## src/common/pd_defines.svh

```systemverilog
/*
	P-D instruction decoder widths and build options
	Word and R0 flag widths, IN/OU user-mode legality default
*/

`ifndef PD_DEFINES_SVH
`define PD_DEFINES_SVH

// Instruction and bus word width
`define PD_WORD_BITS 16

// R0 condition flags Z M V C L E G Y X
`define PD_R0_BITS 9

// 1 makes IN and OU illegal in user mode
`define PD_INOU_USER_ILLEGAL 1'b1

`endif

```

## src/common/pd_pkg.sv

```systemverilog
/*
	P-D instruction decoder types
	Word and flag vectors, execution phases, decoded group flags and ALU selects
*/

`include "pd_defines.svh"

package pd_pkg;

	typedef logic [0:`PD_WORD_BITS-1] word_t;	// Bit 0 is the MSB
	typedef logic [0:`PD_R0_BITS-1] r0_flags_t;	// Z M V C L E G Y X
	typedef logic [0:2] field_t;	// A, B or C register field

	// Instruction execution phases
	typedef enum logic [2:0] {
		IDLE,	// Waiting for an instruction
		PP,	// Preparation
		WA,	// Argument fetch
		WE,	// Execute
		WW,	// Write back
		KC	// Cycle end
	} pd_phase_t;

	// Decoded opcode groups, all active high
	typedef struct packed {
		logic two_arg;	// 020..057
		logic ka1;	// 060..067
		logic js;	// 070
		logic ka2;	// 071
		logic c_grp;	// 072
		logic s_grp;	// 073
		logic j_grp;	// 074
		logic store;	// RW or PW
		logic inou;	// IN or OU
		logic hlt;
		logic c_zero;	// Argument in next word
		logic b_zero;	// No B modification
	} pd_decode_t;

	// ALU function selects
	typedef struct packed {
		logic arith;	// 1 arithmetic, 0 logic
		logic plus;
		logic minus;
		logic inc;	// A + 1
		logic dec;	// A - 1
		logic [1:0] logic_op;	// OR, AND-NOT, XOR, pass
	} alu_fn_t;

endpackage

```

## src/logic/decoder16.sv

```systemverilog
/*
	4-to-16 decoder with two active-low enables
	Selected output goes low, the others stay high
*/

`timescale 1ns/1ps

module decoder16 (
	input logic en1_,
	input logic en2_,
	input logic [3:0] sel,
	output logic [0:15] o_	// Output n for sel == n
);

	always_comb begin
		o_ = '1;	// All outputs inactive
		if (!en1_ && !en2_) begin
			o_[sel] = 1'b0;
		end
	end

endmodule

```

## src/logic/decoder_bcd.sv

```systemverilog
/*
	BCD 4-to-10 decoder with active-low outputs
	With d tied as an enable only outputs 0..7 matter
*/

`timescale 1ns/1ps

module decoder_bcd (
	input logic a,	// Weight 1
	input logic b,	// Weight 2
	input logic c,	// Weight 4
	input logic d,	// Weight 8
	output logic [0:9] o_
);

	logic [3:0] num;

	assign num = {d, c, b, a};

	always_comb begin
		o_ = '1;
		if (num < 4'd10) begin	// Codes 10..15 select nothing
			o_[num] = 1'b0;
		end
	end

endmodule

```

## src/pd/pd.sv

```systemverilog
/*
	P-D instruction decoder
	Instruction register, opcode group decode, illegal and ineffective detection,
	ALU selects and next-phase requests for the phase sequencer
*/

`timescale 1ns/1ps
`include "pd_defines.svh"

module pd #(
	parameter bit INOU_USER_ILLEGAL = `PD_INOU_USER_ILLEGAL
) (
	input logic clk_sys,
	input logic rst_n,
	input pd_pkg::word_t w,	// W bus
	input logic w_ir,	// W -> IR strobe
	input logic q,	// System flag, 1 in user mode
	input logic mc_3,	// Three pre-modifications in a row
	input pd_pkg::r0_flags_t r0,
	input logic p_,	// Branch-skip flag, active low
	input pd_pkg::pd_phase_t phase,
	output pd_pkg::word_t ir,
	output pd_pkg::pd_decode_t dec,
	output pd_pkg::alu_fn_t alu,
	output logic xi,	// Illegal instruction
	output logic nef,	// Ineffective instruction
	output logic start,
	output pd_pkg::pd_phase_t enter
);

	logic [0:15] g01_;	// 020..037
	logic [0:15] g10_;	// 040..057
	logic [0:15] g11_;	// 060..077
	logic [0:9] a_eq_;	// A field value
	logic [0:9] s_dec_;	// S group by A field
	logic [0:9] bn_dec_;	// B/N group by A field
	pd_pkg::field_t b_fld;
	pd_pkg::field_t c_fld;
	logic ir01, b_1, c_hi, snef, md;
	logic rw_, pw_, ou_, in_;
	logic aw_, ac_, sw_, cw_, or_, nr_, er_;
	logic awt_, irb_, drb_, cwt_, js_, ka2_, c_, s_, j_, bn_;
	logic inou, store, ill_user_, ill_op_, j_fail, js_fail;
	logic pp, wa, we, ww, ewa, ewe, eww, ekc_;

	// Instruction register loads only between instructions
	always_ff @(posedge clk_sys) begin
		if (!rst_n) begin
			ir <= '0;
		end else if (start) begin
			ir <= w;
		end
	end

	assign start = w_ir & (phase == pd_pkg::IDLE);

	// Opcode space split on IR bits 0..1
	decoder16 u_dec01 (.en1_(ir[0]), .en2_(~ir[1]), .sel(ir[2:5]), .o_(g01_));
	decoder16 u_dec10 (.en1_(~ir[0]), .en2_(ir[1]), .sel(ir[2:5]), .o_(g10_));
	decoder16 u_dec11 (.en1_(~ir[0]), .en2_(~ir[1]), .sel(ir[2:5]), .o_(g11_));

	assign rw_ = g01_[4];
	assign pw_ = g01_[5];
	assign ou_ = g01_[13];
	assign in_ = g01_[14];

	assign aw_ = g10_[0];
	assign ac_ = g10_[1];
	assign sw_ = g10_[2];
	assign cw_ = g10_[3];
	assign or_ = g10_[4];
	assign nr_ = g10_[6];
	assign er_ = g10_[8];

	assign awt_ = g11_[0];
	assign irb_ = g11_[2];
	assign drb_ = g11_[3];
	assign cwt_ = g11_[4];
	assign js_ = g11_[8];
	assign ka2_ = g11_[9];
	assign c_ = g11_[10];
	assign s_ = g11_[11];
	assign j_ = g11_[12];
	assign bn_ = g11_[15];	// B/N group at opcode 077

	// S and B/N field decoders use their group as enable
	decoder_bcd u_dec_a (.a(ir[9]), .b(ir[8]), .c(ir[7]), .d(1'b0), .o_(a_eq_));
	decoder_bcd u_dec_s (.a(ir[9]), .b(ir[8]), .c(ir[7]), .d(s_), .o_(s_dec_));
	decoder_bcd u_dec_bn (.a(ir[9]), .b(ir[8]), .c(ir[7]), .d(bn_), .o_(bn_dec_));

	assign b_fld = ir[10:12];
	assign c_fld = ir[13:15];
	assign ir01 = ir[0] | ir[1];	// Low for opcodes below 020
	assign b_1 = (b_fld == 3'd1);
	assign c_hi = |c_fld[0:1];	// IR bits 13..14
	assign snef = ~(a_eq_[5] & a_eq_[6] & a_eq_[7]);	// A field 5..7
	assign md = ~bn_dec_[5];
	assign inou = ~(in_ & ou_);
	assign store = ~(rw_ & pw_);

	always_comb begin
		dec.two_arg = ~(&g01_ & &g10_);
		dec.ka1 = ~&g11_[0:7];
		dec.js = ~js_;
		dec.ka2 = ~ka2_;
		dec.c_grp = ~c_;
		dec.s_grp = ~s_;
		dec.j_grp = ~j_;
		dec.store = store;
		dec.inou = inou;
		dec.hlt = ~s_dec_[0];
		dec.c_zero = (c_fld == '0);
		dec.b_zero = (b_fld == '0);
	end

	// Illegal in user mode
	assign ill_user_ = ~((INOU_USER_ILLEGAL & inou & q) | (q & ~s_) | (q & snef & ~bn_));
	// Illegal in any mode
	assign ill_op_ = ~((md & mc_3) | (~c_ & b_1 & c_hi) | (snef & ~s_));
	assign xi = ~(ill_user_ & ill_op_ & ir01);

	// J group with its condition flag clear
	assign j_fail = ~j_ & (
		(~a_eq_[1] & ~r0[4]) |	// JL
		(~a_eq_[2] & ~r0[5]) |	// JE
		(~a_eq_[3] & ~r0[6]) |	// JG
		(~a_eq_[4] & ~r0[0]) |	// JZ
		(~a_eq_[5] & ~r0[1]) |	// JM
		(~a_eq_[6] & r0[5]));	// JN skips on E

	assign js_fail = ~js_ & (
		(~a_eq_[4] & ~r0[2]) |	// JVS
		(~a_eq_[5] & ~r0[8]) |	// JXS
		(~a_eq_[6] & ~r0[7]) |	// JYS
		(~a_eq_[7] & ~r0[3]));	// JCS

	assign nef = xi | ~p_ | j_fail | js_fail;

	always_comb begin
		alu.plus = ~(aw_ & ac_ & awt_ & irb_);
		alu.minus = ~(sw_ & cw_ & cwt_ & drb_);
		alu.inc = ~irb_;
		alu.dec = ~drb_;
		alu.arith = alu.plus | alu.minus;
		alu.logic_op = {or_ & nr_, or_ & er_};	// Pass unless OR, NR or ER
	end

	// Next-phase requests
	assign pp = (phase == pd_pkg::PP);
	assign wa = (phase == pd_pkg::WA);
	assign we = (phase == pd_pkg::WE);
	assign ww = (phase == pd_pkg::WW);

	assign ewa = pp & ~nef & dec.two_arg & dec.c_zero;	// Argument in next word
	assign ewe = (pp & ~nef & ~(dec.two_arg & dec.c_zero)) | wa;
	assign eww = we & store;
	assign ekc_ = ~((pp & nef) | (we & ~store) | ww);

	always_comb begin
		if (ewa) begin
			enter = pd_pkg::WA;
		end else if (ewe) begin
			enter = pd_pkg::WE;
		end else if (eww) begin
			enter = pd_pkg::WW;
		end else if (!ekc_) begin
			enter = pd_pkg::KC;
		end else begin
			enter = pd_pkg::IDLE;	// From KC or IDLE
		end
	end

	// Illegal instructions always end straight after PP
	a_xi_skips: assert property (@(posedge clk_sys) disable iff (!rst_n)
		(pp && xi) |-> (nef && enter == pd_pkg::KC));

endmodule

```

## src/pd/phase_seq.sv

```systemverilog
/*
	Instruction execution phase sequencer
	Leaves IDLE on start, then follows the decoder's enter requests
*/

`timescale 1ns/1ps

module phase_seq (
	input logic clk_sys,
	input logic rst_n,
	input logic start,	// Instruction loaded into IR
	input pd_pkg::pd_phase_t enter,	// Requested next phase
	output pd_pkg::pd_phase_t phase,
	output logic cycle_end	// High while in KC
);

	pd_pkg::pd_phase_t phase_nxt;

	always_comb begin
		if (phase == pd_pkg::IDLE) begin
			phase_nxt = start ? pd_pkg::PP : pd_pkg::IDLE;
		end else begin
			phase_nxt = enter;
		end
	end

	always_ff @(posedge clk_sys) begin
		if (!rst_n) begin
			phase <= pd_pkg::IDLE;
			cycle_end <= 1'b0;
		end else begin
			phase <= phase_nxt;
			cycle_end <= (phase_nxt == pd_pkg::KC);	// Aligned with KC
		end
	end

	// Cycle end returns to idle
	a_kc_idle: assert property (@(posedge clk_sys) disable iff (!rst_n)
		phase == pd_pkg::KC |=> phase == pd_pkg::IDLE);

	// Every active phase lasts one clock
	a_one_cycle: assert property (@(posedge clk_sys) disable iff (!rst_n)
		phase != pd_pkg::IDLE |=> phase != $past(phase));

endmodule

```

## src/logic/pd_unit.sv

```systemverilog
/*
	P-D instruction decode unit
	Decoder with instruction register, plus the phase sequencer
*/

`timescale 1ns/1ps

module pd_unit (
	input logic clk_sys,
	input logic rst_n,
	input pd_pkg::word_t w,
	input logic w_ir,
	input logic q,
	input logic mc_3,
	input pd_pkg::r0_flags_t r0,
	input logic p_,
	output pd_pkg::word_t ir,
	output pd_pkg::pd_decode_t dec,
	output pd_pkg::alu_fn_t alu,
	output logic xi,
	output logic nef,
	output pd_pkg::pd_phase_t phase,
	output logic cycle_end
);

	logic start;	// IR load in IDLE
	pd_pkg::pd_phase_t enter;	// Decoder's next-phase request

	pd u_pd (
		.clk_sys(clk_sys),
		.rst_n(rst_n),
		.w(w),
		.w_ir(w_ir),
		.q(q),
		.mc_3(mc_3),
		.r0(r0),
		.p_(p_),
		.phase(phase),
		.ir(ir),
		.dec(dec),
		.alu(alu),
		.xi(xi),
		.nef(nef),
		.start(start),
		.enter(enter)
	);

	phase_seq u_phase (
		.clk_sys(clk_sys),
		.rst_n(rst_n),
		.start(start),
		.enter(enter),
		.phase(phase),
		.cycle_end(cycle_end)
	);

endmodule

```

## config.mk

```make
export PLATFORM = sky130hd
export DESIGN_NAME = pd_unit
export DESIGN_NICKNAME = d
export VERILOG_FILES = /design/src/common/pd_pkg.sv /design/src/logic/decoder16.sv /design/src/logic/decoder_bcd.sv /design/src/pd/pd.sv /design/src/pd/phase_seq.sv /design/src/logic/pd_unit.sv
export VERILOG_INCLUDE_DIRS = /design/src /design/src/common
export SDC_FILE = /design/constraint.sdc
export NUM_CORES = 1
export LEC_CHECK = 0
export BUFFER_PORTS_ARGS = -buffer_cell sky130_fd_sc_hd__buf_2
export CAP_MARGIN = 10
export CORE_UTILIZATION = 48
export DETAILED_ROUTE_END_ITERATION = 7
export PLACE_DENSITY = 0.85
export SLEW_MARGIN = 20
export SYNTH_ARGS = -nofsm -noshare
export SYNTH_HDL_FRONTEND = slang
export SYNTH_SLANG_ARGS = --single-unit
export TNS_END_PERCENT = 1
```

## constraint.sdc

```tcl
create_clock -name clk_sys -period 2.3 [get_ports clk_sys]
set_input_delay 0.115 -clock clk_sys [delete_from_list [all_inputs] [get_ports clk_sys]]
set_output_delay 0.115 -clock clk_sys [all_outputs]
set_load 0.05 [all_outputs]
```

==> flow_metrics.env, run 1 <==
export IMPL_die_area_um2=3000
export IMPL_drc=0
export IMPL_row_count=18
export IMPL_p_leak_uw=0.000797
export IMPL_cts_hold_buf=0
export IMPL_synth_main_ff_cell="dfxtp_1"
export IMPL_track_usage_pct=24.8
export IMPL_drive_gt1_share_pct=40.7
export IMPL_boundaryPins=72
export IMPL_worstSetupStartpointType="register"
export IMPL_post_route_util_pct=67.9
export IMPL_synth_top_family_by_area="simple AND/OR/NAND/NOR gates"
export IMPL_rsz0062_at_grt="false"
export IMPL_end_kind="output pin"
export IMPL_wirelength_mm=3.41
export IMPL_cp_required_ns=2.18
export IMPL_drtAntennaViolNets=0
export IMPL_grt_antenna_before_repair=0
export IMPL_cts_tree="built"
export IMPL_htree_num_levels=1
export IMPL_cts_made_buffers=3
export IMPL_syn_num_nets=207
export IMPL_tightest_slew_ns=0.605
export IMPL_clkTransAtPathRegs_ns=0.11
export IMPL_hold_violations=0
export IMPL_ff_latch_area_um2=405
export IMPL_ff2ff_setup_slack_ns=0.61
export IMPL_start_util_pct=52.5
export IMPL_min_delay_start="w[11]"
export IMPL_async_reset_ff_share_pct=0
export IMPL_mostFrequentLayoutCell="buf_2"
export IMPL_antenna_cells=0
export IMPL_reg2reg_to="u_phase.cycle_end$_SDFF_PN0_"
export IMPL_gp_congestion=0.866
export IMPL_min_delay_path_depth=3
export IMPL_vdd_drop_max_uv=492
export IMPL_status="complete, no violations"
export IMPL_grt_overflow_total=0
export IMPL_hp_class="primary input to register"
export IMPL_dp_final_hpwl_mm=2.70
export IMPL_post_route_min_period_ns=2.12
export IMPL_synth_seq_cells=20
export IMPL_min_period_over_period_pct=92.1
export IMPL_cts_setup_buffers=0
export IMPL_hold_end="u_pd.ir[11]$_SDFFE_PN0P_"
export IMPL_clkLatencyLatePin_ns=0.30
export IMPL_final_cell_mix="71 x buf_2, 40 x nand2_1, 16 x a21boi_1, 16 x dfxtp_1, 9 x nor2_1"
export IMPL_multi_input_area_um2=845
export IMPL_clkSinkCount=20
export IMPL_drv_slew=0
export IMPL_arrival_ns=2.00
export IMPL_viasPerCell=5.55
export IMPL_hold_worst_slack_ns=0.0355
export IMPL_nFillCells=238
export IMPL_firstDrtPassIters=4
export IMPL_yosysSeqAreaShare_pct=30.0
export IMPL_die_h_um=54.7
export IMPL_synth_yosys_warnings=0
export IMPL_avgSynthCellArea_um2=7.59
export IMPL_synth_xor_area_share_pct=2.62
export IMPL_worstSetupPathType="register to output pin"
export IMPL_reg2regPathDepth=6
export IMPL_nNetsFinal=268
export IMPL_fmax_ghz=0.472
export IMPL_cts_root_buf="clkbuf_4"
export IMPL_core_area_um2=2540
export IMPL_grt_max_degree=22
export IMPL_muxShareOfSynthArea_pct=4.12
export IMPL_pwr_density_cell_nw_per_um2=604
export IMPL_slew_headroom_pct=59.5
export IMPL_r2r_start="u_pd.ir[12]$_SDFFE_PN0P_"
export IMPL_synth_edf_count=0
export IMPL_die_w_um=54.7
export IMPL_cp_max_fo=8
export IMPL_drt_initial_drc_count=31
export IMPL_port_buffers=71
export IMPL_syn_instance_count=176
export IMPL_clockBufferDepth=2
export IMPL_setup_viol=0
export IMPL_grt_pass1_wl_mm=5.31
export IMPL_drv_cap=0
export IMPL_drt_wirelength_per_cell_um=12.8
export IMPL_grt_pass1_vias=1248
export IMPL_areaGrowthSynthToFinish_pct=29.4
export IMPL_synth_compound_area_share_pct=18.4
export IMPL_fin_skew_ns=0.00277
export IMPL_dr_total_vias=1475
export IMPL_yosys_area_share_simple_pct=34.9
export IMPL_synthesis_area_um2=1340
export IMPL_synthAdderAreaFrac_pct=0
export IMPL_synth_distinct_cells=44
export IMPL_cts_resized=0
## metal layers
metal	wire [µm]	GRT usage (%)
met1	1450	29.2
met2	1620	44.0
met3	293	5.00
met5	0	0
met4	48	8.12
## Yosys cell counts, types with 2 or more instances
| cell type | count | share of area, % |
|---|---|---|
| nand2_1 | 41 | 12 |
| dfxtp_1 | 20 | 30 |
| a21boi_1 | 16 | 9.0 |
| nor2_1 | 10 | 2.8 |
| nor3_1 | 10 | 3.7 |
| nand2b_1 | 9 | 4.2 |
| buf_2 | 8 | 3.0 |
| buf_4 | 7 | 3.9 |
| a31oi_1 | 4 | 1.9 |
| inv_1 | 4 | 1.1 |
| clkbuf_1 | 3 | 0.84 |
| nand3b_1 | 3 | 1.7 |
| xnor2_1 | 3 | 2.0 |
| a21oi_1 | 2 | 0.75 |
| a31o_1 | 2 | 1.3 |
| nor4_1 | 2 | 0.94 |
| nor4b_2 | 2 | 2.2 |
| o21ai_0 | 2 | 0.75 |
| o22ai_1 | 2 | 0.94 |
| or2_1 | 2 | 0.94 |
## flip-flops by register name, summed over array words and instances, names as in the netlist
| signal | cells |
|---|---|
| u_phase.cycle_end | 1 |
| u_phase.phase | 3 |
| u_pd.ir | 16 |
## power breakdown
part           internal, µW  leakage (µW)  switching [µW]  total, µW
sequential              377      0.000166            45.8        423
clock                  96.6     0.0000210             104        200
combinational           129      0.000611             291        420
total                   603      0.000797             440       1040
## logic make-up after synthesis
| logic type | after synthesis |
|---|---|
| flops | 20 |
| simple gates | 90 |
| compound gates | 34 |
| mux | 4 |
| buf+inv | 24 |
| xor+xnor | 4 |
## worst max-delay path: stages (launching register included)
cell	delay [ns]
dfxtp_2	0.43
mux4_2	0.51
nor4_1	0.18
a31o_1	0.13
a31oi_1	0.08
nand2_2	0.11
buf_2	0.26
## worst max-delay path by stage
stage                             startpoint  endpoint  slack (ns)  depth (start not counted)
finish               u_pd.ir[6]$_SDFFE_PN0P_       nef        0.18                          6
global route         u_pd.ir[6]$_SDFFE_PN0P_       nef        0.05                          6
CTS                 u_pd.ir[15]$_SDFFE_PN0P_       nef        0.05                          6
detailed placement  u_pd.ir[15]$_SDFFE_PN0P_       nef        0.39                          6
global placement     u_pd.ir[6]$_SDFFE_PN0P_       nef        0.46                          6
floorplan           u_pd.ir[13]$_SDFFE_PN0P_        xi       -0.03                          6
## layout make-up
class | instances | area share, %
flip-flops and latches | 20 | 23.5
well taps | 30 | 2.17
repair buffers | 75 | 22.3
clock buffers | 4 | 2.10
inverters | 5 | 1.09
multi-input cells | 132 | 48.9
## through the flow
step / total power [µW] / setup WS [ns] / setup TNS, ns / area, µm² / cells
after global placement: 842 / 0.457 / 0 / 1690 / 262
after detailed placement: 849 / 0.387 / 0 / 1690 / 262
after CTS: 1040 / 0.0541 / 0 / 1720 / 266
final: 1040 / 0.183 / 0 / 1730 / 266
after global routing: 1100 / 0.0519 / 0 / 1730 / 266
after floorplan: 755 / -0.0323 / -0.0641 / 1380 / 176
No activity file was read; power rests on OpenSTA's default activity.
==> run 2, diff against run 1 <==
- CORE_ASPECT_RATIO: not set -> 1.5
==> run 2 against run 1 <==
  * Die area increased by 0.14%
  * Non-clock buffer count is 1 lower
  * Critical path type unchanged
  * Register-to-register slack got worse by 0.08 ns
  * Via count down 2.0%
  * Total power up 14%
  * Fmax fell by 2.4%
  * Global-route usage decreased by 1.2 points
  * Wire length fell by 1.2%
==> flow_metrics.env, run 2 (synthesis results as in run 1) <==
export IMPL_status="complete, no violations"
export IMPL_fin_skew_ns=0.00233
export IMPL_grt_antenna_before_repair=0
export IMPL_cts_tree="built"
export IMPL_ff2ff_setup_slack_ns=0.53
export IMPL_mostFrequentLayoutCell="buf_2"
export IMPL_wirelength_mm=3.37
export IMPL_cts_root_buf="clkbuf_8"
export IMPL_drtAntennaViolNets=0
export IMPL_pwr_density_cell_nw_per_um2=674
export IMPL_setup_viol=0
export IMPL_gp_congestion=0.962
export IMPL_drc=0
export IMPL_cp_required_ns=2.18
export IMPL_largest_register_ffs=16
export IMPL_nFillCells=248
export IMPL_drt_wirelength_per_cell_um=12.4
export IMPL_drive_gt1_share_pct=39.6
export IMPL_clkTransAtPathRegs_ns=0.07
export IMPL_core_area_um2=2650
export IMPL_nNetsFinal=267
export IMPL_total_power_uw=1190
export IMPL_hold_violations=0
export IMPL_arrival_ns=2.05
export IMPL_hp_class="primary input to register"
export IMPL_die_area_um2=3000
export IMPL_clockBufferDepth=2
export IMPL_dr_total_vias=1446
export IMPL_vdd_drop_max_uv=474
export IMPL_areaGrowthSynthToFinish_pct=32.0
export IMPL_regMostFlops="u_pd.ir"
export IMPL_antenna_cells=0
export IMPL_grt_overflow_total=0
export IMPL_fmax_ghz=0.461
export IMPL_drv_cap=0
export IMPL_drv_slew=0
export IMPL_clkLatencyLatePin_ns=0.26
export IMPL_slew_headroom_pct=59.4
export IMPL_tightest_slew_ns=0.608
export IMPL_firstDrtPassIters=4
export IMPL_port_buffers=71
export IMPL_drt_initial_drc_count=36
export IMPL_grt_pass1_vias=1288
export IMPL_final_cell_mix="71 x buf_2, 39 x nand2_1, 18 x dfxtp_1"
export IMPL_row_count=23
export IMPL_cts_made_buffers=3
export IMPL_die_h_um=66.6
export IMPL_start_util_pct=50.4
export IMPL_worstSetupPathType="register to output pin"
export IMPL_cts_setup_buffers=0
export IMPL_reg_top3="u_pd.ir: 16 flops, u_phase.phase: 3 flops, u_phase.cycle_end: 1 flops"
export IMPL_end_kind="output pin"
export IMPL_track_usage_pct=23.6
export IMPL_dp_cells=268
export IMPL_worstSetupStartpointType="register"
export IMPL_fin_cells=272
export IMPL_grt_pass1_wl_mm=5.31
export IMPL_rsz0062_at_grt="false"
export IMPL_hold_worst_slack_ns=0.0795
export IMPL_htree_num_levels=1
export IMPL_viasPerCell=5.32
export IMPL_cp_max_fo=8
export IMPL_dp_final_hpwl_mm=2.64
export IMPL_clkSinkCount=20
export IMPL_die_w_um=45.1
export IMPL_p_leak_uw=0.000806
export IMPL_post_route_min_period_ns=2.17
export IMPL_boundaryPins=72
export IMPL_grt_max_degree=22
export IMPL_min_period_over_period_pct=94.3
## run 2: what timing repair did
item | 4_1_cts | 5_1_grt
endpoints found under the setup margin | 0 | 1
gates resized for setup | 0 | 2
hold buffers | 0 | 0
## run 2: per-layer routing
metal | routed length, µm | global-route usage [%] | share of wire [%]
met5 | 0 | 0 | 0
met4 | 75 | 11.4 | 2.2
met3 | 203 | 2.44 | 6.0
met2 | 1820 | 44.2 | 54
met1 | 1270 | 24.7 | 38
## run 2: worst max-delay path, cell delays in order, from the launching register on
cell	delay [ns]
dfxtp_1	0.49
mux4_2	0.54
nor4_1	0.17
a31o_1	0.13
a31oi_1	0.09
nand2_2	0.11
buf_2	0.26
## run 2: where the power goes
group / internal [µW] / total (µW) / switching, µW / leakage [µW]
combinational: 127 / 412 / 285 / 0.000606
sequential: 377 / 425 / 47.8 / 0.000165
clock: 232 / 350 / 118 / 0.0000357
total: 736 / 1190 / 450 / 0.000806
## run 2: final timing paths
kind | start | end | depth (start not counted)
max | u_pd.ir[6]$_SDFFE_PN0P_ | nef | 6
min reg2reg | u_pd.ir[9]$_SDFFE_PN0P_ | u_pd.ir[9]$_SDFFE_PN0P_ | 2
max reg2reg | u_pd.ir[6]$_SDFFE_PN0P_ | u_phase.phase[1]$_SDFF_PN0_ | 5
min | w[5] | u_pd.ir[5]$_SDFFE_PN0P_ | 3
## run 2: layout make-up
class / instances / area, µm² / share of cell area (%)
clock buffers: 3 / 41.3 / 2.34
inverters: 5 / 18.8 / 1.07
well taps: 37 / 46.3 / 2.63
repair buffers: 74 / 378 / 21.4
clock inverters: 1 / 30.0 / 1.70
multi-input cells: 132 / 845 / 47.9
flip-flops and latches: 20 / 403 / 22.9
## run 2: metrics by stage
step | utilization [%] | TNS (ns) | instance area [µm²] | setup slack (ns)
2_1_floorplan | - | -0.0641 | 1380 | -0.0323
3_3_place_gp | 63.7 | 0 | 1690 | 0.395
3_5_place_dp | 63.7 | 0 | 1690 | 0.320
4_1_cts | 66.4 | 0 | 1760 | 0.0206
5_1_grt | 66.5 | 0 | 1760 | 0.000793
6_report | 66.5 | 0 | 1760 | 0.131
